--- src/cpu_pkg.sv ---
// shared widths, encodings and pipeline register layouts
// only add, sub, and, or, slt, addi, lw and sw are encoded
`default_nettype none

package cpu_pkg;

    localparam int XLEN       = 32;
    localparam int REG_ADDR_W = 5;

    typedef enum logic [5:0] {
        OP_RTYPE = 6'd0,
        OP_ADDI  = 6'd8,
        OP_LW    = 6'd35,
        OP_SW    = 6'd43
    } opcode_e;

    typedef enum logic [5:0] {
        FN_ADD = 6'd32,
        FN_SUB = 6'd34,
        FN_AND = 6'd36,
        FN_OR  = 6'd37,
        FN_SLT = 6'd42
    } funct_e;

    typedef enum logic [2:0] {
        ALU_ADD,
        ALU_SUB,
        ALU_AND,
        ALU_OR,
        ALU_SLT
    } alu_op_e;

    typedef enum logic [1:0] {
        FWD_NONE,
        FWD_MEM,
        FWD_WB
    } fwd_sel_e;

    typedef struct packed {
        logic    reg_write;
        logic    mem_read;
        logic    mem_write;
        logic    alu_src_imm;   // second alu input is the immediate
        alu_op_e alu_op;
    } ctrl_t;

    typedef struct packed {
        logic [XLEN-1:0] instr;
    } if_id_t;

    typedef struct packed {
        ctrl_t                 ctrl;
        logic [REG_ADDR_W-1:0] rs;
        logic [REG_ADDR_W-1:0] rt;
        logic [REG_ADDR_W-1:0] rd_dst;
        logic [XLEN-1:0]       rs_val;
        logic [XLEN-1:0]       rt_val;
        logic [XLEN-1:0]       imm;
    } id_ex_t;

    typedef struct packed {
        ctrl_t                 ctrl;
        logic [REG_ADDR_W-1:0] rd_dst;
        logic [XLEN-1:0]       alu_result;
        logic [XLEN-1:0]       store_data;
    } ex_mem_t;

    typedef struct packed {
        logic                  valid;   // only for rd not zero
        logic [REG_ADDR_W-1:0] rd;
        logic [XLEN-1:0]       data;
    } wb_event_t;

    typedef struct packed {
        logic            valid;
        logic [7:0]      addr;    // word index
        logic [XLEN-1:0] word;
    } prog_load_t;

endpackage

`default_nettype wire

--- src/execute_stage.sv ---
// slt compares signed; store data is the forwarded rt value
`timescale 1ns/1ps
`default_nettype none

module execute_stage (
    input  logic                     SYS_clk,
    input  logic                     SYS_reset,
    input  cpu_pkg::id_ex_t          id_ex,
    input  cpu_pkg::fwd_sel_e        fwd_a,
    input  cpu_pkg::fwd_sel_e        fwd_b,
    input  logic [cpu_pkg::XLEN-1:0] mem_fwd,
    input  cpu_pkg::wb_event_t       wb,
    output cpu_pkg::ex_mem_t         ex_mem
);

    logic [cpu_pkg::XLEN-1:0] op_a;
    logic [cpu_pkg::XLEN-1:0] rt_fwd;
    logic [cpu_pkg::XLEN-1:0] alu_b;
    logic [cpu_pkg::XLEN-1:0] alu_result;

    function automatic logic [cpu_pkg::XLEN-1:0] fwd_mux(
        input cpu_pkg::fwd_sel_e        sel,
        input logic [cpu_pkg::XLEN-1:0] reg_val,
        input logic [cpu_pkg::XLEN-1:0] mem_val,
        input logic [cpu_pkg::XLEN-1:0] wb_val
    );
        case (sel)
            cpu_pkg::FWD_MEM: return mem_val;
            cpu_pkg::FWD_WB:  return wb_val;
            default:          return reg_val;
        endcase
    endfunction

    assign op_a   = fwd_mux(fwd_a, id_ex.rs_val, mem_fwd, wb.data);
    assign rt_fwd = fwd_mux(fwd_b, id_ex.rt_val, mem_fwd, wb.data);
    assign alu_b  = id_ex.ctrl.alu_src_imm ? id_ex.imm : rt_fwd;

    always_comb
    begin
        case (id_ex.ctrl.alu_op)
            cpu_pkg::ALU_SUB: alu_result = op_a - alu_b;
            cpu_pkg::ALU_AND: alu_result = op_a & alu_b;
            cpu_pkg::ALU_OR:  alu_result = op_a | alu_b;
            cpu_pkg::ALU_SLT:
            begin
                alu_result = {{(cpu_pkg::XLEN-1){1'b0}}, ($signed(op_a) < $signed(alu_b))};
            end
            default:          alu_result = op_a + alu_b;   // add, addi, address calc
        endcase
    end

    always_ff @(posedge SYS_clk)
    begin
        if (SYS_reset)
        begin
            ex_mem <= '0;
        end
        else
        begin
            ex_mem.ctrl       <= id_ex.ctrl;
            ex_mem.rd_dst     <= id_ex.rd_dst;
            ex_mem.alu_result <= alu_result;
            ex_mem.store_data <= rt_fwd;
        end
    end

endmodule

`default_nettype wire

--- config.mk ---
export PLATFORM = sky130hd
export DESIGN_NAME = execute_stage
export DESIGN_NICKNAME = d
export VERILOG_FILES = /design/src/cpu_pkg.sv /design/src/execute_stage.sv
export SDC_FILE = /design/constraint.sdc
export NUM_CORES = 1
export LEC_CHECK = 0
export BUFFER_PORTS_ARGS = -buffer_cell sky130_fd_sc_hd__buf_2
export CAP_MARGIN = 15
export CORE_ASPECT_RATIO = 0.7
export CORE_MARGIN = 1
export CORE_UTILIZATION = 40
export CTS_CLUSTER_SIZE = 40
export DETAILED_ROUTE_END_ITERATION = 7
export PLACE_DENSITY = 0.63
export SLEW_MARGIN = 10
export SYNTH_ARGS = -nofsm -noshare
export SYNTH_HDL_FRONTEND = slang
export SYNTH_SLANG_ARGS = --single-unit
--- constraint.sdc ---
create_clock -name SYS_clk -period 5.7 [get_ports SYS_clk]
set_input_delay 0.57 -clock SYS_clk [delete_from_list [all_inputs] [get_ports SYS_clk]]
set_output_delay 0.57 -clock SYS_clk [all_outputs]
set_load 0.01 [all_outputs]
==> flow_summary.toml <==
[finish]
final_nets = 1754
final_core_util_pct = 50.1
drive_above_1_share_pct = 22.0
top_regs = "ex_mem x76"
regMostFlops = "ex_mem"
area_growth_pct = 21.5
stdcell_count = 1746
largest_register_ffs = 76

[logic_synthesis]
synth-seq-cells = 76
yosys.area.top_type = "dfxtp_1"
synth_area_leaders = "dfxtp_1, ha_1, a21oi_1"
synth_edf_count = 0
synth_ff_type = "dfxtp_1"
ys_seq_area_share_pct = 17.6
async_flop_share_pct = 0
synth_area_mm2 = 0.00862
syn_nets = 1551
syn-mean-instance-area_um2 = 6.87
ys_types = 75
syn_inst = 1255
synth_top_area_share_pct = 17.6
yosys_warnings = 0

[route]
vias = 10400
wl_per_cell_um = 20.4
dr.pass1.iters = 6
routed_wl_um = 35700
drc_errors = 0
first_iter_violations = 1088
vias_per_cell = 5.94
postRouteAntennaNets = 0

[placed_design]
dpl.cell_count = 1723
pre_cts_ws_ps = 742
hpwlAfterDp_um = 28400
port-buffer-count = 253
globalplace.congestion = 0.985

[global_route]
grt_usage_pct = 31.8
antenna_found_initial = 8
grt_max_degree = 61
gr-total-overflow = 0
grt_pass1_wl_um = 53600
grt_pass1_vias = 9279

[power]
power_density_mw_per_mm2 = 257
p_leak_nw = 4.91
irDropWorstVdd_uv = 180

[clock_tree]
cts.path.max_buffers = 2
h-tree-depth = 3
clockRootBuffer = "clkbuf_16"
cts_sinks = 76
post_cts_buffers = 0
ctsHoldBuffers = 0
post_cts_resized = 0
tritoncts = "built"
path_clk_slew_ps = 70
cts-buffers-inserted = 9

[worst_setup_path]
cp.arrival_ps = 4980
crit_fanout = 24
worstSetupStartpointType = "input pin"
crit_type = "in2reg"
crit_path_end_kind = "flip-flop"
crit_required_ps = 5970

[timing]
period_share_pct = 82.6
drv_slew = 0
clock.fmax_mhz = 212
tightest_slew_ps = 1220
timing.final.ws_setup_ps = 994
maxSlewHeadroom_pct = 18.6
rsz0062_at_grt = "false"
finalSetupTns_ps = 0
min_period_ps = 4710
worst_hold_slack_ps = 418
setup_viol = 0
final-hold-violation-count = 0

[min_path]
hp-class = "in2reg"

[run]
cap_viol_max_count = 0

[die]
die_w_um = 177
start_util_pct = 41.2
core-area_mm2 = 0.0209
io_pins = 270
die_h_um = 125
dieArea_mm2 = 0.0222
num_rows = 44

[status]
status = "finished clean"
==> layout by cell type, fill, tap and decap left out, types with 11 or more instances in the layout <==
master      n
o31ai_1    14
buf_4      27
o21bai_1   15
nand2_1   122
mux2i_1    12
nand3_1    17
ha_1       99
o211ai_1   28
a31oi_1    12
nor3_1     30
nor2_1    147
dfxtp_1    76
a211oi_1   12
inv_1     106
a21o_1     11
a21oi_1   115
o21ai_0    95
nor4_1     13
nor2b_1    20
a22oi_1    69
buf_2     253
==> path summary, 6_finish.rpt <==
check | from | endpoint | depth (start not counted)
setup / recovery | fwd_b[0] | ex_mem[62] | 16
hold / removal | id_ex[100] | ex_mem[68] | 2
==> final cells by class <==
cell class	instances	area (um^2)
fillers	2171	10400
multi-input cells	981	6370
flip-flops and latches	76	1520
repair buffers	280	1470
inverters	110	413
well taps	276	345
clock buffers	10	229
clock inverters	6	111
diodes	7	17.5
==> critical path: stages <==
cell and delay, ps:
buf_2 90, inv_1 40, ha_2 580, nor2_1 90
a21oi_1 170, o21ai_0 180, ha_1 310, fa_1 490
o21bai_1 290, a211oi_1 180, a2111oi_0 640, o21ai_1 220
a21oi_1 370, a21o_1 360, a41oi_1 160, a32oi_1 240
==> stage by stage <==
stage | area, um^2 | total power, W
3_3_place_gp | 10100 | 0.00196
2_1_floorplan | 8620 | 0.00153
4_1_cts | 10500 | 0.00267
6_report | 10500 | 0.00270
5_1_grt | 10500 | 0.00285
3_5_place_dp | 10100 | 0.00197
==> cells by family after synthesis <==
family | synth area share (%)
buf+inv | 8.81
simple gates | 20.0
compound gates | 35.8
xor+xnor | 1.22
flops | 17.6
mux | 1.52
fa+ha+maj | 15.0
==> cell usage after synthesis (all sizes together), types with 8 or more instances <==
| cell | instances |
|---|---|
| nor3 | 30 |
| ha | 100 |
| a22oi | 69 |
| buf | 18 |
| nand4 | 10 |
| dfxtp | 76 |
| a21oi | 118 |
| a211oi | 13 |
| a221o | 9 |
| o31ai | 14 |
| a21o | 11 |
| mux2i | 12 |
| nor2 | 148 |
| nor2b | 20 |
| o211ai | 29 |
| a31oi | 13 |
| clkbuf | 70 |
| o21bai | 15 |
| nand3 | 17 |
| or2 | 8 |
| o21ai | 102 |
| inv | 109 |
| xnor2 | 12 |
| o221ai | 9 |
| nor4 | 13 |
| nand2 | 122 |
==> per-layer routing <==
layer | GRT usage [%] | vias up | part of all wire, %
li1 | - | 4908 | -
met2 | 42.3 | 619 | 39
met5 | 0 | - | 0
met3 | 12.0 | 47 | 14
met4 | 8.40 | 0 | 1.9
met1 | 46.5 | 4799 | 45
==> report_power, final <==
| group | internal, W | switching [W] |
|---|---|---|
| Clock | 0.000429 | 0.000260 |
| Combinational | 0.000499 | 0.000901 |
| Sequential | 0.000593 | 0.0000137 |
| Total | 0.00152 | 0.00118 |
(Power assumes the default switching activity.)
