==> src/cpu_pkg.sv <==
// shared widths, encodings and pipeline register layouts
// only add, sub, and, or, slt, addi, lw and sw are encoded
`default_nettype none

package cpu_pkg;

    localparam int XLEN       = 32;
    localparam int REG_ADDR_W = 5;

    typedef enum logic [5:0] {
        OP_RTYPE = 6'd0,
        OP_ADDI  = 6'd8,
        OP_LW    = 6'd35,
        OP_SW    = 6'd43
    } opcode_e;

    typedef enum logic [5:0] {
        FN_ADD = 6'd32,
        FN_SUB = 6'd34,
        FN_AND = 6'd36,
        FN_OR  = 6'd37,
        FN_SLT = 6'd42
    } funct_e;

    typedef enum logic [2:0] {
        ALU_ADD,
        ALU_SUB,
        ALU_AND,
        ALU_OR,
        ALU_SLT
    } alu_op_e;

    typedef enum logic [1:0] {
        FWD_NONE,
        FWD_MEM,
        FWD_WB
    } fwd_sel_e;

    typedef struct packed {
        logic    reg_write;
        logic    mem_read;
        logic    mem_write;
        logic    alu_src_imm;   // second alu input is the immediate
        alu_op_e alu_op;
    } ctrl_t;

    typedef struct packed {
        logic [XLEN-1:0] instr;
    } if_id_t;

    typedef struct packed {
        ctrl_t                 ctrl;
        logic [REG_ADDR_W-1:0] rs;
        logic [REG_ADDR_W-1:0] rt;
        logic [REG_ADDR_W-1:0] rd_dst;
        logic [XLEN-1:0]       rs_val;
        logic [XLEN-1:0]       rt_val;
        logic [XLEN-1:0]       imm;
    } id_ex_t;

    typedef struct packed {
        ctrl_t                 ctrl;
        logic [REG_ADDR_W-1:0] rd_dst;
        logic [XLEN-1:0]       alu_result;
        logic [XLEN-1:0]       store_data;
    } ex_mem_t;

    typedef struct packed {
        logic                  valid;   // only for rd not zero
        logic [REG_ADDR_W-1:0] rd;
        logic [XLEN-1:0]       data;
    } wb_event_t;

    typedef struct packed {
        logic            valid;
        logic [7:0]      addr;    // word index
        logic [XLEN-1:0] word;
    } prog_load_t;

endpackage

`default_nettype wire

==> src/fetch_stage.sv <==
// instruction memory is written only while run is low, index taken modulo IMEM_DEPTH
// pc is a word aligned byte address and wraps after IMEM_DEPTH words
`timescale 1ns/1ps
`default_nettype none

module fetch_stage #(
    parameter int IMEM_DEPTH = 64
) (
    input  logic                SYS_clk,
    input  logic                SYS_reset,
    input  logic                run,
    input  logic                stall,
    input  cpu_pkg::prog_load_t prog,
    output cpu_pkg::if_id_t     if_id
);

    localparam int IMEM_AW = $clog2(IMEM_DEPTH);

    logic [cpu_pkg::XLEN-1:0] imem [IMEM_DEPTH];
    logic [cpu_pkg::XLEN-1:0] pc;
    logic [IMEM_AW-1:0]       fetch_idx;
    logic [IMEM_AW-1:0]       load_idx;
    logic                     pc_last;

    assign fetch_idx = IMEM_AW'(pc >> 2);
    assign load_idx  = IMEM_AW'(prog.addr % IMEM_DEPTH);
    assign pc_last   = (fetch_idx == IMEM_AW'(IMEM_DEPTH - 1));

    always_ff @(posedge SYS_clk)
    begin
        if (prog.valid && !run)
        begin
            imem[load_idx] <= prog.word;
        end
    end

    always_ff @(posedge SYS_clk)
    begin
        if (SYS_reset || !run)
        begin
            pc    <= '0;
            if_id <= '0;   // bubble
        end
        else if (!stall)   // stall holds pc and if_id
        begin
            pc          <= pc_last ? '0 : pc + 'd4;
            if_id.instr <= imem[fetch_idx];
        end
    end

endmodule

`default_nettype wire

==> config.mk <==
export PLATFORM = sky130hd
export DESIGN_NAME = fetch_stage
export DESIGN_NICKNAME = d
export VERILOG_FILES = /design/src/cpu_pkg.sv /design/src/fetch_stage.sv
export SDC_FILE = /design/constraint.sdc
export NUM_CORES = 2
export LEC_CHECK = 0
export BUFFER_PORTS_ARGS = -buffer_cell sky130_fd_sc_hd__buf_2
export CELL_PAD_IN_SITES_DETAIL_PLACEMENT = 1
export CELL_PAD_IN_SITES_GLOBAL_PLACEMENT = 1
export CORE_MARGIN = 2
export CORE_UTILIZATION = 51
export CTS_CLUSTER_SIZE = 14
export DETAILED_ROUTE_END_ITERATION = 10
export PLACE_DENSITY_LB_ADDON = 0.1
export REMOVE_ABC_BUFFERS = 1
export SLEW_MARGIN = 25
export SYNTH_ARGS = -nofsm -noshare
export SYNTH_HDL_FRONTEND = slang
export SYNTH_SLANG_ARGS = --single-unit
==> constraint.sdc <==
create_clock -name SYS_clk -period 4.2 [get_ports SYS_clk]
set_clock_uncertainty 0.1 [all_clocks]
set_input_delay 1.26 -clock SYS_clk [delete_from_list [all_inputs] [get_ports SYS_clk]]
set_output_delay 1.26 -clock SYS_clk [all_outputs]
set_load 0.01 [all_outputs]
==> metrics <==
main area contributors after synthesis=edfxtp_1 (77%), mux4_2 (7.7%), mux2i_1 (6.6%); CP Data Required Time=4.89 ns; Crit. Startpoint=pc[4]$_SDFFE_PP0N_; register bit count reported by yosys=2,086; Inserted Clock Buffers=211; Tmin final=3.58 ns; fmax=280 MHz; drt initial violations=4,337; Max Cap Viol=0; Cells after Synth=3,896; CP dominant cell by count=buf_4; CTS tree=built; Core Box Area=156,000 um^2; CTS H-Tree Depth=4; Crit. End Element=flop; initial antenna violation count=16; Slew @ Worst Pin=1.07 ns; placement row count=145; Synth Flop Type=edfxtp_1; vias per cell=6.36; final hold slack=0.469 ns; Residual DRC=0; critical path endpoint=if_id[1]$_SDFFE_PP0N_; crit path kind=reg -> reg; Crit Path Max Fanout=35; clock slew seen by the registers of the worst setup and hold paths=0.06 ns; Final Instance Count excl. Fillers=6,472; Final Hold Fails=0; post_cts resized=0; max_slew headroom=28.2%; hpwl dp=135,000 um; syn avg cell area=20.6 um^2; Die Span Y=401 um; top-level port count=77; grt ovf=0; Yosys top cell by area=edfxtp_1; antenna viol nets, final=0; number of port buffers=74; CP Launch Type=flop; Initial DRT Pass Iterations=5; utilization after layout=58.9%; Critical Path Stages=9; pin count of the biggest net entering global routing=82; outcome=finished clean; Area Overhead vs Synth=14.8%; vias in the first global route=42,500; Placer Congestion=0.823; Post-synth EDFFs=2,048; Leak=28.0 nW; worst path bufs/invs=4; Worst VDD drop=0.000420 V; commonest cells in the netlist=edfxtp_1 (2,048), mux2i_1 (528), mux4_2 (273); fill cell count=13,100; fraction of registers with async set/reset=0%; Clock Tree Buf Depth=3; pwr/cell area=463 nW/um^2; hold crit path type=reg -> reg; Starting Density=51.3%; final setup violating endpoints=0; worst skew pair latency=0.85 ns; Critical-path top delay cell=dfxtp_4; Post-Synthesis Cell Area=80,200 um^2; Die W=401 um; reg2reg start=pc[4]$_SDFFE_PP0N_; Seq/Total Area, Yosys=77.7%; Setup Buffers After CTS=0; crit path DAT=4.27 ns; R2R Setup Slk=0.62 ns; Yosys cell types=52; Synth top area share=76.7%; Synth Warn #=0; via count=41,200; nets=4,272; final setup TNS=0 ns; CTS Sinks=2,086; Final period util=85.2%; R2R cell count=9; Post-CTS Hold Buffers=0; CP max stage delay=0.82 ns; RSZ-0062 raised after global routing=no; final-report max-slew violation count=0; routed wire length=230,000 um; share of cells above drive strength 1=23.7%; Wirelength per Cell=35.5 um; DIE AREA=160,000 um^2; Global Route Usage Sum=28.7%; most frequent cell after synthesis=edfxtp_1; first-pass GRT wire length=324,000 um; crit-path cells=buf_12 -> buf_4 -> nand3b_1 -> buf_4 -> o221ai_1 -> a21oi_1 -> a211oi_1 -> buf_4 -> o311a_1; clock tree root driver cell=clkbuf_16; cell count after placement=6,071; Worst R2R End=if_id[1]$_SDFFE_PP0N_; CP delay by family, top=buffers and inverters
-- state kept, by name (all words and copies together) (netlist names) --
name and flops:
imem 2048, if_id 32, pc 6
-- kinds of logic (layout without fill, tap and decap cells) --
logic type,Yosys count,in the layout,share of synthesized area (%)
XOR/XNOR,4,4,0.0437
AO/OA/AOI/OAI,463,463,4.23
adder cells (fa/ha/maj),1,1,0.0156
multiplexers,841,841,14.8
other,0,5,0
AND/OR/NAND/NOR,272,272,1.61
buffers and inverters,229,742,1.63
flip-flops,2086,2086,77.7
-- final cells by class --
type / instances / area [um^2] / area share, %
antenna: 5 / 12.5 / 0.0136
clock buffer: 270 / 5670 / 6.15
clock inverter: 126 / 1050 / 1.14
inverter: 3 / 11.3 / 0.0122
multi-input combinational: 1581 / 17200 / 18.7
sequential: 2086 / 62300 / 67.6
tap: 2058 / 2570 / 2.80
timing repair buffer: 343 / 3310 / 3.59
-- where the power goes --
group / internal (mW) / total [mW] / switching, mW
clock: 10.5 / 18.3 / 7.85
sequential: 22.9 / 23.0 / 0.0489
combinational: 0.413 / 1.33 / 0.916
-- layout by cell type (no fill, tap or decap), types with 19 or more instances in the layout --
cell type / count
mux2_2: 40
buf_12: 72
o221ai_1: 19
clkinv_1: 55
a31oi_1: 50
nor2_4: 68
o21ai_0: 29
buf_2: 67
clkinv_2: 39
clkbuf_1: 47
mux2i_1: 528
nand2_1: 41
a211oi_1: 22
mux4_2: 273
a21oi_1: 24
nor2_1: 35
and3_1: 19
edfxtp_1: 2048
dfxtp_1: 34
nand3_1: 55
buf_4: 204
clkbuf_16: 215
a22oi_1: 231
-- per-stage QoR --
stage / area, um^2 / total power [mW] / setup WS, ns
2_1_floorplan: 78900 / 24.5 / -21.43
3_3_place_gp: 85300 / 24.7 / 0.456
3_5_place_dp: 85300 / 24.8 / 0.458
4_1_cts: 92000 / 42.8 / 0.678
5_1_grt: 92100 / 43.7 / 0.581
6_report: 92100 / 42.6 / 0.623
-- worst min-delay path: stages, from the launching register on --
cell	delay [ns]
dfxtp_1	0.33
o21ai_0	0.15
a31oi_1	0.04
-- per-layer routing --
metal,part of all wire [%],track usage (%),vias up
li1,-,-,16900
met1,41,39.9,22300
met2,50,47.5,1573
met3,6.7,4.70,318
met4,2.6,7.57,12
met5,0.030,0,-
-- worst min path at each step --
stage                           start                      to  slack (ns)  cells after the start
6_report       if_id[15]$_SDFFE_PP0N_  if_id[15]$_SDFFE_PP0N_        0.47                      2
5_1_grt        if_id[19]$_SDFFE_PP0N_  if_id[19]$_SDFFE_PP0N_        0.51                      2
4_1_cts        if_id[15]$_SDFFE_PP0N_  if_id[15]$_SDFFE_PP0N_        0.47                      2
3_5_place_dp   if_id[15]$_SDFFE_PP0N_  if_id[15]$_SDFFE_PP0N_        0.45                      2
3_3_place_gp   if_id[13]$_SDFFE_PP0N_  if_id[13]$_SDFFE_PP0N_        0.44                      2
2_1_floorplan  if_id[13]$_SDFFE_PP0N_  if_id[13]$_SDFFE_PP0N_        0.45                      2
(Power assumes the default switching activity.)
