## src/cpu_pkg.sv

```systemverilog
// shared widths, encodings and pipeline register layouts
// only add, sub, and, or, slt, addi, lw and sw are encoded
`default_nettype none

package cpu_pkg;

    localparam int XLEN       = 32;
    localparam int REG_ADDR_W = 5;

    typedef enum logic [5:0] {
        OP_RTYPE = 6'd0,
        OP_ADDI  = 6'd8,
        OP_LW    = 6'd35,
        OP_SW    = 6'd43
    } opcode_e;

    typedef enum logic [5:0] {
        FN_ADD = 6'd32,
        FN_SUB = 6'd34,
        FN_AND = 6'd36,
        FN_OR  = 6'd37,
        FN_SLT = 6'd42
    } funct_e;

    typedef enum logic [2:0] {
        ALU_ADD,
        ALU_SUB,
        ALU_AND,
        ALU_OR,
        ALU_SLT
    } alu_op_e;

    typedef enum logic [1:0] {
        FWD_NONE,
        FWD_MEM,
        FWD_WB
    } fwd_sel_e;

    typedef struct packed {
        logic    reg_write;
        logic    mem_read;
        logic    mem_write;
        logic    alu_src_imm;   // second alu input is the immediate
        alu_op_e alu_op;
    } ctrl_t;

    typedef struct packed {
        logic [XLEN-1:0] instr;
    } if_id_t;

    typedef struct packed {
        ctrl_t                 ctrl;
        logic [REG_ADDR_W-1:0] rs;
        logic [REG_ADDR_W-1:0] rt;
        logic [REG_ADDR_W-1:0] rd_dst;
        logic [XLEN-1:0]       rs_val;
        logic [XLEN-1:0]       rt_val;
        logic [XLEN-1:0]       imm;
    } id_ex_t;

    typedef struct packed {
        ctrl_t                 ctrl;
        logic [REG_ADDR_W-1:0] rd_dst;
        logic [XLEN-1:0]       alu_result;
        logic [XLEN-1:0]       store_data;
    } ex_mem_t;

    typedef struct packed {
        logic                  valid;   // only for rd not zero
        logic [REG_ADDR_W-1:0] rd;
        logic [XLEN-1:0]       data;
    } wb_event_t;

    typedef struct packed {
        logic            valid;
        logic [7:0]      addr;    // word index
        logic [XLEN-1:0] word;
    } prog_load_t;

endpackage

`default_nettype wire

```

## src/hazard_unit.sv

```systemverilog
// purely combinational; a load is never forwarded from ex_mem since the stall moves it to wb
`timescale 1ns/1ps
`default_nettype none

module hazard_unit (
    input  cpu_pkg::if_id_t    if_id,
    input  cpu_pkg::id_ex_t    id_ex,
    input  cpu_pkg::ex_mem_t   ex_mem,
    input  cpu_pkg::wb_event_t wb,
    output logic               stall,
    output cpu_pkg::fwd_sel_e  fwd_a,
    output cpu_pkg::fwd_sel_e  fwd_b
);

    logic load_in_ex;

    function automatic cpu_pkg::fwd_sel_e fwd_source(
        input logic [cpu_pkg::REG_ADDR_W-1:0] src,
        input cpu_pkg::ex_mem_t               mem_stage,
        input cpu_pkg::wb_event_t             wb_stage
    );
        if (mem_stage.ctrl.reg_write && mem_stage.rd_dst != '0 && mem_stage.rd_dst == src)
        begin
            return cpu_pkg::FWD_MEM;   // youngest producer first
        end
        else if (wb_stage.valid && wb_stage.rd == src)
        begin
            return cpu_pkg::FWD_WB;
        end
        return cpu_pkg::FWD_NONE;
    endfunction

    assign load_in_ex = id_ex.ctrl.mem_read && (id_ex.rd_dst != '0);

    // rt compared even when the consumer only writes it, costs a spare cycle at most
    assign stall = load_in_ex
                && (id_ex.rd_dst == if_id.instr[25:21] || id_ex.rd_dst == if_id.instr[20:16]);

    assign fwd_a = fwd_source(id_ex.rs, ex_mem, wb);
    assign fwd_b = fwd_source(id_ex.rt, ex_mem, wb);

endmodule

`default_nettype wire

```

## config.mk

```make
export PLATFORM = sky130hd
export DESIGN_NAME = hazard_unit
export DESIGN_NICKNAME = d
export VERILOG_FILES = /design/src/cpu_pkg.sv /design/src/hazard_unit.sv
export SDC_FILE = /design/constraint.sdc
export NUM_CORES = 1
export LEC_CHECK = 0
export ABC_AREA = 1
export ABC_CLOCK_PERIOD_IN_PS = 1500
export BUFFER_PORTS_ARGS = -buffer_cell sky130_fd_sc_hd__buf_4
export CELL_PAD_IN_SITES_DETAIL_PLACEMENT = 0
export CELL_PAD_IN_SITES_GLOBAL_PLACEMENT = 1
export CORE_AREA = 2 2 105 107
export DETAILED_ROUTE_END_ITERATION = 7
export DIE_AREA = 0 0 107 109
export PLACE_DENSITY_LB_ADDON = 0.1
export SETUP_SLACK_MARGIN = 0.4
export SYNTH_ARGS = -nofsm -noshare
export SYNTH_HDL_FRONTEND = slang
export SYNTH_SLANG_ARGS = --single-unit
```

## constraint.sdc

```tcl
create_clock -name vclk -period 1.5
set_input_delay 0.15 -clock vclk [all_inputs]
set_output_delay 0.15 -clock vclk [all_outputs]
set_load 0.02 [all_outputs]
```

==> results by group, run 1 <==
Run status
  – Status: finished clean

Drt
  – DRT iter0 DRCs: 31
  – Residual DRC: 0
  – DRT Wirelength: 2.93 mm
  – Routed WL per cell: 9.56 um
  – Via density: 2.64
  – Detail Route Antenna Nets: 0
  – Vias: 809
  – Drt pass-1 iters: 4

Worst setup path
  – Crit. Startpoint: ex_mem[64]
  – Cell family with most CP delay: simple AND/OR/NAND/NOR gates
  – Crit path buffers/inverters: 2
  – Slowest Stage Delay on Critical Path: 190 ps
  – CP Class: in2out
  – Crit-path max FO: 4
  – Critical path startpoint category: input port
  – WP data arrival: 970 ps
  – Cell breakdown of the critical path: buf_8 > nor2_4 > nand3_4 > o21ai_4 > nor2_4 > nor2_2 > buf_6
  – Req. time, crit path: 1350 ps
  – CP dominant cell by count: nor2_4
  – Setup crit end kind: output port
  – CP max-delay cell: o21ai_4

Yosys
  – Seq/Total Area, Yosys: 0
  – Synth Area in Compound Gates: 0.0947
  – Yosys cell types: 14
  – Synth Area in Adders: 0
  – Synthesized area per cell: 4.40 sq um
  – Mapped cell area: 542 sq um
  – Synthesized Nets: 387
  – Post-synthesis mux area share: 0
  – Ys Warns: 0
  – Simple logic cell fraction of the synthesized area: 0.582
  – Synth Instances: 123
  – Largest family of logic cells by synthesized area: simple AND/OR/NAND/NOR gates
  – XOR/XNOR share of the synthesized area: 0.129

CTS
  – Post-CTS setup buffers: 0
  – Post-CTS Hold Fix Bufs: 0

Placed design
  – PortBufs: 43
  – Placed standard-cell area: 1040 sq um
  – Post-DP HPWL: 2.75 mm
  – GP Congestion: 0.656

Timing
  – Actual slew at the worst max-slew pin: 214 ps
  – Min cycle time layout: 1120 ps
  – Max Clock Freq: 896 MHz
  – Final setup fails: 0
  – Setup TNS: 0 ps
  – Hold_ws: 661 ps
  – Unrepaired setup endpoints after global routing: true
  – Final hold vios: 0
  – Tcrit/Tclk final: 0.744
  – Fin. max-slew vios: 0
  – Slew HR: 0.856

Finish
  – Fill count: 1243
  – Commonest cells after routing, fill and taps aside: nand2_1, buf_4, nand2_2
  – Commonest non-fill, non-tap cell in the layout: nand2_1
  – Post-route cell area: 1280 sq um
  – Storage cell area: 0 sq um
  – FFs & Latches: 0
  – Layout cells sized above 1: 0.578
  – # clk buffers: 0
  – Final #Nets: 432
  – Layout area overhead: 137%
  – # diodes: 0

Global route
  – Largest net degree at the start of global routing: 5
  – First-pass GRT wire length: 4.42 mm
  – Remaining Overflow, GRT: 0
  – Vias in the first global route: 830
  – Global Route Usage Sum: 0.0486
  – Antenna violations before repair: 0

Worst hold path
  – WHS Path Cells: 4
  – Hold Crit Class: in2out
  – Hold_sp: ex_mem[75]
  – WHS Endpoint: fwd_a[0]

Floorplanning
  – I/O pins: 269
  – Starting Density: 0.0511
  – Total core area: 10600 sq um
  – DIE AREA: 11700 sq um
  – Row Count: 38
  – Die width: 107 um
  – Die Y-Extent: 109 um

Power
  – Power after layout: 313 uW
  – Switching Fraction: 0.501
  – P per Cell Area: 244 nW/um^2
  – Sw power: 157 uW
  – Clock share of power: 0
  – Reg power frac: 0
  – Comb power frac: 1.000
  – Int Pwr: 156 uW
  – Leak: 0.000610 uW
  – VDD IR max: 0.0518 mV

Flow run
  – Max-cap violation count: 0
## power by group through the flow
stage	registers (uW)	logic (uW)	clock network (uW)
after floorplan	0	101	0
after global placement	0	247	0
after detailed placement	0	243	0
after CTS	0	273	0
after global routing	0	350	0
final	0	313	0
## kinds of logic after synthesis
| family | Yosys count |
|---|---|
| compound gates | 9 |
| xor+xnor | 8 |
| simple gates | 78 |
| buf+inv | 28 |
## cell usage after synthesis
library cell / number / share of area
nand2_1: 47 / 0.33
inv_1: 27 / 0.19
nor2_1: 18 / 0.12
nand3_1: 7 / 0.065
o21ai_0: 5 / 0.046
nor2_2: 4 / 0.046
xnor2_1: 4 / 0.065
xor2_1: 4 / 0.065
o22ai_1: 2 / 0.023
a21oi_1: 1 / 0.0092
inv_2: 1 / 0.0069
nand4_1: 1 / 0.012
nor3_1: 1 / 0.0092
o21ai_2: 1 / 0.016
## metal layers
layer,global-route usage,vias to the layer above,share of wire
met5,0,-,0
met4,0,0,0
met3,0.00418,0,0.037
met2,0.0687,20,0.41
met1,0.0818,335,0.56
li1,-,454,-
## what timing repair did
action | CTS | global route
pin swaps | 13 | 29
resized for setup | 28 | 50
setup endpoints to repair | 5 | 5
## layout make-up
class	count	area, sq um	area share
tap	140	175	0.136
multi-input combinational	95	603	0.470
inverter	28	108	0.0838
timing repair buffer	43	398	0.310
## metrics by stage
step	utilization	cells	setup WS [ps]
floorplan	-	123	547
global placement	0.0981	306	233
detailed placement	0.0981	306	244
CTS	0.108	306	343
global route	0.121	306	335
finish	0.121	306	383
## worst max-delay path by stage
stage	to	slack, ps	cells after the start
after floorplan	fwd_a[1]	550	7
after CTS	fwd_b[1]	340	7
after detailed placement	fwd_b[1]	240	7
after global routing	fwd_b[1]	330	7
final	fwd_b[1]	380	7
after global placement	fwd_b[1]	230	9
(Power assumes the default switching activity.)
==> run 2, diff against run 1 <==
--- a/config.mk
+++ b/config.mk
@@ -5,14 +5,14 @@
 export SDC_FILE = /design/constraint.sdc
 export NUM_CORES = 1
 export LEC_CHECK = 0
-export ABC_AREA = 1
-export ABC_CLOCK_PERIOD_IN_PS = 1500
+export ABC_AREA = 0
+export ABC_CLOCK_PERIOD_IN_PS = 900
 export BUFFER_PORTS_ARGS = -buffer_cell sky130_fd_sc_hd__buf_4
 export CELL_PAD_IN_SITES_DETAIL_PLACEMENT = 0
 export CELL_PAD_IN_SITES_GLOBAL_PLACEMENT = 1
-export CORE_AREA = 2 2 105 107
+export CORE_AREA = 2 2 104 106
 export DETAILED_ROUTE_END_ITERATION = 7
-export DIE_AREA = 0 0 107 109
+export DIE_AREA = 0 0 106 108
 export PLACE_DENSITY_LB_ADDON = 0.1
 export SETUP_SLACK_MARGIN = 0.4
 export SYNTH_ARGS = -nofsm -noshare
==> constraint.sdc (replaced) <==
create_clock -name vclk -period 0.9
set_input_delay 0.09 -clock vclk [all_inputs]
set_output_delay 0.09 -clock vclk [all_outputs]
set_load 0.02 [all_outputs]
==> results by group, run 2 <==
Yosys
  – Ys Warns: 0 (unchanged)
  – Synth Area in Adders: 0 (unchanged)
  – Synth area leaders: xor2_1, xnor2_1, nand3_1, nor4_1, or4_1 (was nand2_1, inv_1, nor2_1, nand3_1, xnor2_1)
  – Post-synthesis mux area share: 0 (unchanged)
  – Synth area leader: xor2_1 (was nand2_1)
  – Count leader, synth: xor2_1 (was nand2_1)
  – Synth Instances: 49 (was 123)
  – Post-synth top area share: 0.427 (was 0.326)
  – Synthesized Nets: 313 (was 387)
  – Synth Area in Compound Gates: 0.0508 (was 0.0947)
  – XOR/XNOR share of the synthesized area: 0.712 (was 0.129)
  – Post-synth top cells: xor2_1, xnor2_1, nand3_1, nor4_1 (was nand2_1, inv_1, nor2_1, nand3_1, o21ai_0)
  – Largest family of logic cells by synthesized area: XOR/XNOR gates (was simple AND/OR/NAND/NOR gates)
  – Simple logic cell fraction of the synthesized area: 0.237 (was 0.582)
  – Synthesized area per cell: 7.53 sq um (was 4.40 sq um)
  – Mapped cell area: 369 sq um (was 542 sq um)
  – Seq/Total Area, Yosys: 0 (unchanged)
  – Yosys cell types: 10 (was 14)

Drt
  – Vias: 547 (was 809)
  – Via density: 2.28 (was 2.64)
  – Residual DRC: 0 (unchanged)
  – Routed WL per cell: 8.70 um (was 9.56 um)
  – Detail Route Antenna Nets: 0 (unchanged)
  – DRT Wirelength: 2.09 mm (was 2.93 mm)
  – DRT iter0 DRCs: 2 (was 31)
  – Drt pass-1 iters: 2 (was 4)

Worst setup path
  – WP data arrival: 1220 ps (was 970 ps)
  – Req. time, crit path: 810 ps (was 1350 ps)
  – Crit-path max FO: 2 (was 4)
  – Setup crit end kind: output port (unchanged)
  – CP Class: in2out (unchanged)
  – Critical path startpoint category: input port (unchanged)
  – Crit. Startpoint: ex_mem[65] (was ex_mem[64])
  – Critical path endpoint: fwd_b[1] (unchanged)

Timing
  – Tcrit/Tclk final: 1.45
  – Final setup margin: -406 ps (was 383 ps)
  – Unrepaired setup endpoints after global routing: true (unchanged)
  – Fin. max-slew vios: 0 (unchanged)
  – Slew HR: 0.799 (was 0.856)
  – Min cycle time layout: 1310 ps
  – Max Clock Freq: 766 MHz
  – Final setup fails: 5 (was 0)
  – Setup TNS: -1730 ps (was 0 ps)
  – Final hold vios: 0 (unchanged)
  – Actual slew at the worst max-slew pin: 299 ps (was 214 ps)

Global route
  – First-pass GRT wire length: 3.17 mm (was 4.42 mm)
  – Vias in the first global route: 652 (was 830)
  – Global Route Usage Sum: 0.0350 (was 0.0486)
  – Antenna violations before repair: 0 (unchanged)
  – Remaining Overflow, GRT: 0 (unchanged)
  – Largest net degree at the start of global routing: 4 (was 5)

Power
  – VDD IR max: 0.0987 mV (was 0.0518 mV)
  – Power after layout: 433 uW (was 313 uW)
  – P per Cell Area: 398 nW/um^2 (was 244 nW/um^2)
  – Leak: 0.000418 uW (was 0.000610 uW)

Finish
  – # clk buffers: 0 (unchanged)
  – Commonest cells after routing, fill and taps aside: buf_4, xor2_1, xnor2_1 (was nand2_1, buf_4, nand2_2)
  – Layout cells sized above 1: 0.663 (was 0.578)
  – Commonest non-fill, non-tap cell in the layout: buf_4 (was nand2_1)
  – # diodes: 0 (unchanged)
  – Layout area overhead: 195% (was 137%)
  – Final #Nets: 370 (was 432)
  – Fill count: 1185 (was 1243)
  – Post-route cell area: 1090 sq um (was 1280 sq um)
  – Storage cell area: 0 sq um (unchanged)
  – FFs & Latches: 0 (unchanged)

Worst hold path
  – Hold_sp: id_ex[116] (was ex_mem[75])
  – Hold Crit Class: in2out (unchanged)

CTS
  – Post-CTS setup buffers: 0 (unchanged)
  – Post-CTS Hold Fix Bufs: 0 (unchanged)

Flow run
  – Max-cap violation count: 0 (unchanged)

Floorplanning
  – Die Y-Extent: 108 um (was 109 um)
  – DIE AREA: 11400 sq um (was 11700 sq um)
  – Total core area: 10200 sq um (was 10600 sq um)
  – Starting Density: 0.0361 (was 0.0511)
  – Row Count: 37 (was 38)
  – Die width: 106 um (was 107 um)
  – I/O pins: 269 (unchanged)

Placed design
  – GP Congestion: 0.666 (was 0.656)
  – PortBufs: 43 (unchanged)
  – Post-DP HPWL: 2.00 mm (was 2.75 mm)
  – Pre-CTS WS: -453 ps (was 244 ps)
  – Placed standard-cell area: 1020 sq um (was 1040 sq um)

Run status
  – Status: finished, violations left (was finished clean)
  – Violated checks: negative setup slack
-- run 2: changes by cell type in the layout (fill, tap and decap cells not counted), sizes merged, moves of 2 or more --
cell	delta
nand2	-47
nor2	-20
or4	+2
xor2	+14
o21ai	-4
nor4	+4
o22ai	-2
buf	+12
xnor2	+8
inv	-28
-- run 2: where the power goes --
part           internal [uW]  switching (uW)  leakage (uW)
combinational            253             181      0.000418
sequential                 0               0             0
clock                      0               0             0
-- run 2: cells by family after synthesis --
family	Yosys count
AND/OR/NAND/NOR	16
XOR/XNOR	30
AO/OA/AOI/OAI	3
-- run 2: per-layer routing --
layer | up-vias | global-route usage | part of all wire
met1 | 233 | 0.0368 | 0.37
li1 | 280 | - | -
met2 | 34 | 0.0700 | 0.51
met4 | 0 | 0 | 0
met5 | - | 0 | 0
met3 | 0 | 0.0133 | 0.13
-- run 2: final cells by class --
type | instances | area [sq um] | area share
repair buffers | 55 | 452 | 0.415
multi-input cells | 49 | 467 | 0.429
well taps | 136 | 170 | 0.156
-- run 2: per-stage QoR --
step | hold slack [ps] | std cells | util
floorplan | 311 | 49 | -
global placement | 583 | 240 | 0.100
detailed placement | 561 | 240 | 0.100
CTS | 525 | 240 | 0.105
global route | 517 | 240 | 0.106
finish | 499 | 240 | 0.106
-- run 2: timing repair --
item	in CTS	in global routing
setup endpoints to repair	5	5
pin swaps	3	1
cloned	0	0
resized for setup	11	3
-- run 2: how the worst min path moves through the flow --
| stage | depth (start not counted) | slack (ps) | end |
|---|---|---|---|
| after floorplan | 2 | 310 | fwd_a[0] |
| final | 4 | 500 | stall |
| after global placement | 4 | 580 | stall |
| after global routing | 4 | 520 | stall |
| after detailed placement | 4 | 560 | stall |
| after CTS | 4 | 520 | stall |
-- run 2: worst max-delay path: stages --
cell	delay, ps
buf_6	90
or4_4	530
o21ai_4	200
nor4_4	90
nor2_4	90
buf_6	120
==> run 3, diff against run 2 <==
==> constraint.sdc (replaced) <==
create_clock -name vclk -period 0.9
set_input_delay 0.09 -clock vclk [all_inputs]
set_output_delay 0.09 -clock vclk [all_outputs]
set_load 0.05 [all_outputs]
==> results by group, run 3 (synthesized netlist as in run 2, its figures left out) <==
Run status
  – Status: finished, violations left (unchanged)
  – Violated checks: negative setup slack (unchanged)

Drt
  – DRT Wirelength: 2.58 mm (was 2.09 mm)
  – Via density: 2.31 (was 2.28)
  – Vias: 564 (was 547)
  – DRT iter0 DRCs: 13 (was 2)
  – Residual DRC: 0 (unchanged)
  – Detail Route Antenna Nets: 0 (unchanged)
  – Routed WL per cell: 10.6 um (was 8.70 um)
  – Drt pass-1 iters: 4 (was 2)

Timing
  – Setup TNS: -2030 ps (was -1730 ps)
  – Final setup fails: 5 (unchanged)
  – Final hold vios: 0 (unchanged)
  – Hold_ws: 539 ps (was 499 ps)
  – Final setup margin: -473 ps (was -406 ps)
  – Slew HR: 0.744 (was 0.799)
  – Fin. max-slew vios: 0 (unchanged)
  – Actual slew at the worst max-slew pin: 382 ps (was 299 ps)
  – Min cycle time layout: 1370 ps (was 1310 ps)
  – Tcrit/Tclk final: 1.53 (was 1.45)
  – Unrepaired setup endpoints after global routing: true (unchanged)
  – Max Clock Freq: 728 MHz (was 766 MHz)

Power
  – Reg power frac: 0 (about the same)
  – Sw power: 228 uW (was 181 uW)
  – Switching Fraction: 0.425 (was 0.417)
  – Clock share of power: 0 (about the same)
  – VDD IR max: 0.121 mV (was 0.0987 mV)
  – Int Pwr: 309 uW (was 253 uW)
  – Power after layout: 537 uW (was 433 uW)
  – P per Cell Area: 423 nW/um^2 (was 398 nW/um^2)
  – Leak: 0.000492 uW (was 0.000418 uW)
  – Comb power frac: 1.000 (about the same)

Global route
  – Global Route Usage Sum: 0.0469 (was 0.0350)
  – Vias in the first global route: 648 (was 652)
  – Antenna violations before repair: 0 (unchanged)
  – First-pass GRT wire length: 4.04 mm (was 3.17 mm)
  – Remaining Overflow, GRT: 0 (unchanged)
  – Largest net degree at the start of global routing: 4 (unchanged)

Finish
  – Storage cell area: 0 sq um (unchanged)
  – Layout cells sized above 1: 0.750 (was 0.663)
  – Commonest non-fill, non-tap cell in the layout: buf_4 (unchanged)
  – Fill count: 1173 (was 1185)
  – Layout area overhead: 243% (was 195%)
  – Final #Nets: 374 (was 370)
  – FFs & Latches: 0 (unchanged)
  – # diodes: 0 (unchanged)
  – # clk buffers: 0 (unchanged)
  – Commonest cells after routing, fill and taps aside: buf_4, xor2_1, buf_6 (was buf_4, xor2_1, xnor2_1)

Worst setup path
  – Setup crit end kind: output port (unchanged)
  – CP Class: in2out (unchanged)
  – Critical path startpoint category: input port (unchanged)
  – Crit-path max FO: 2 (unchanged)
  – Req. time, crit path: 810 ps (about the same)
  – WP data arrival: 1280 ps (was 1220 ps)

Placed design
  – GP Congestion: 0.632 (was 0.666)
  – PortBufs: 43 (unchanged)

Floorplanning
  – DIE AREA: 11400 sq um (unchanged)
  – Starting Density: 0.0361 (unchanged)
  – I/O pins: 269 (unchanged)
  – Row Count: 37 (unchanged)
  – Die Y-Extent: 108 um (unchanged)
  – Die width: 106 um (unchanged)
  – Total core area: 10200 sq um (unchanged)

CTS
  – Post-CTS Hold Fix Bufs: 0 (unchanged)
  – Post-CTS setup buffers: 0 (unchanged)

Worst hold path
  – Hold Crit Class: in2out (unchanged)

Flow run
  – Max-cap violation count: 0 (unchanged)
run 3: changes by cell type in the layout (fill, tap and decap cells not counted), sizes merged:
cell	delta
buf	+4
run 3: cell type report:
| class | count | area (sq um) | share of cell area |
|---|---|---|---|
| timing repair buffer | 59 | 544 | 0.429 |
| multi-input combinational | 49 | 553 | 0.436 |
| tap | 136 | 170 | 0.134 |
run 3: worst paths after layout:
path	start	endpoint	slack [ps]	cells past startpoint
max	ex_mem[65]	fwd_b[1]	-470	6
min	id_ex[116]	stall	540	4
run 3: power groups by stage:
stage / clock (uW) / sequential (uW) / combinational [uW]
6_report: 0 / 0 / 537
3_3_place_gp: 0 / 0 / 471
2_1_floorplan: 0 / 0 / 183
5_1_grt: 0 / 0 / 582
4_1_cts: 0 / 0 / 512
3_5_place_dp: 0 / 0 / 468
run 3: worst max-delay path, cell delays in order:
cell and delay (ps):
buf_6 100, or4_4 540, o21ai_4 230, nor4_4 80
nor2_4 90, buf_6 160
run 3: what timing repair did:
item / 4_1_cts / 5_1_grt
pin swaps: 10 / 17
gates cloned: 0 / 0
endpoints found under the hold margin: 0 / 0
gates resized for setup: 21 / 17
setup endpoints to repair: 5 / 5
run 3: routing by layer:
| metal | vias to the layer above | wire [um] | global-route usage |
|---|---|---|---|
| met5 | - | 0 | 0 |
| met4 | 0 | 0 | 0 |
| met3 | 0 | 166 | 0.00784 |
| met1 | 243 | 1480 | 0.0823 |
| li1 | 290 | - | - |
| met2 | 31 | 937 | 0.0594 |
run 3: metrics by stage:
step	utilization	worst slack, ps	std cells	cell area, sq um
after floorplan	-	-469	49	485
final	0.124	-473	244	1270
after CTS	0.117	-497	244	1190
after global placement	0.107	-662	244	1100
after detailed placement	0.107	-643	244	1100
after global routing	0.124	-522	244	1270
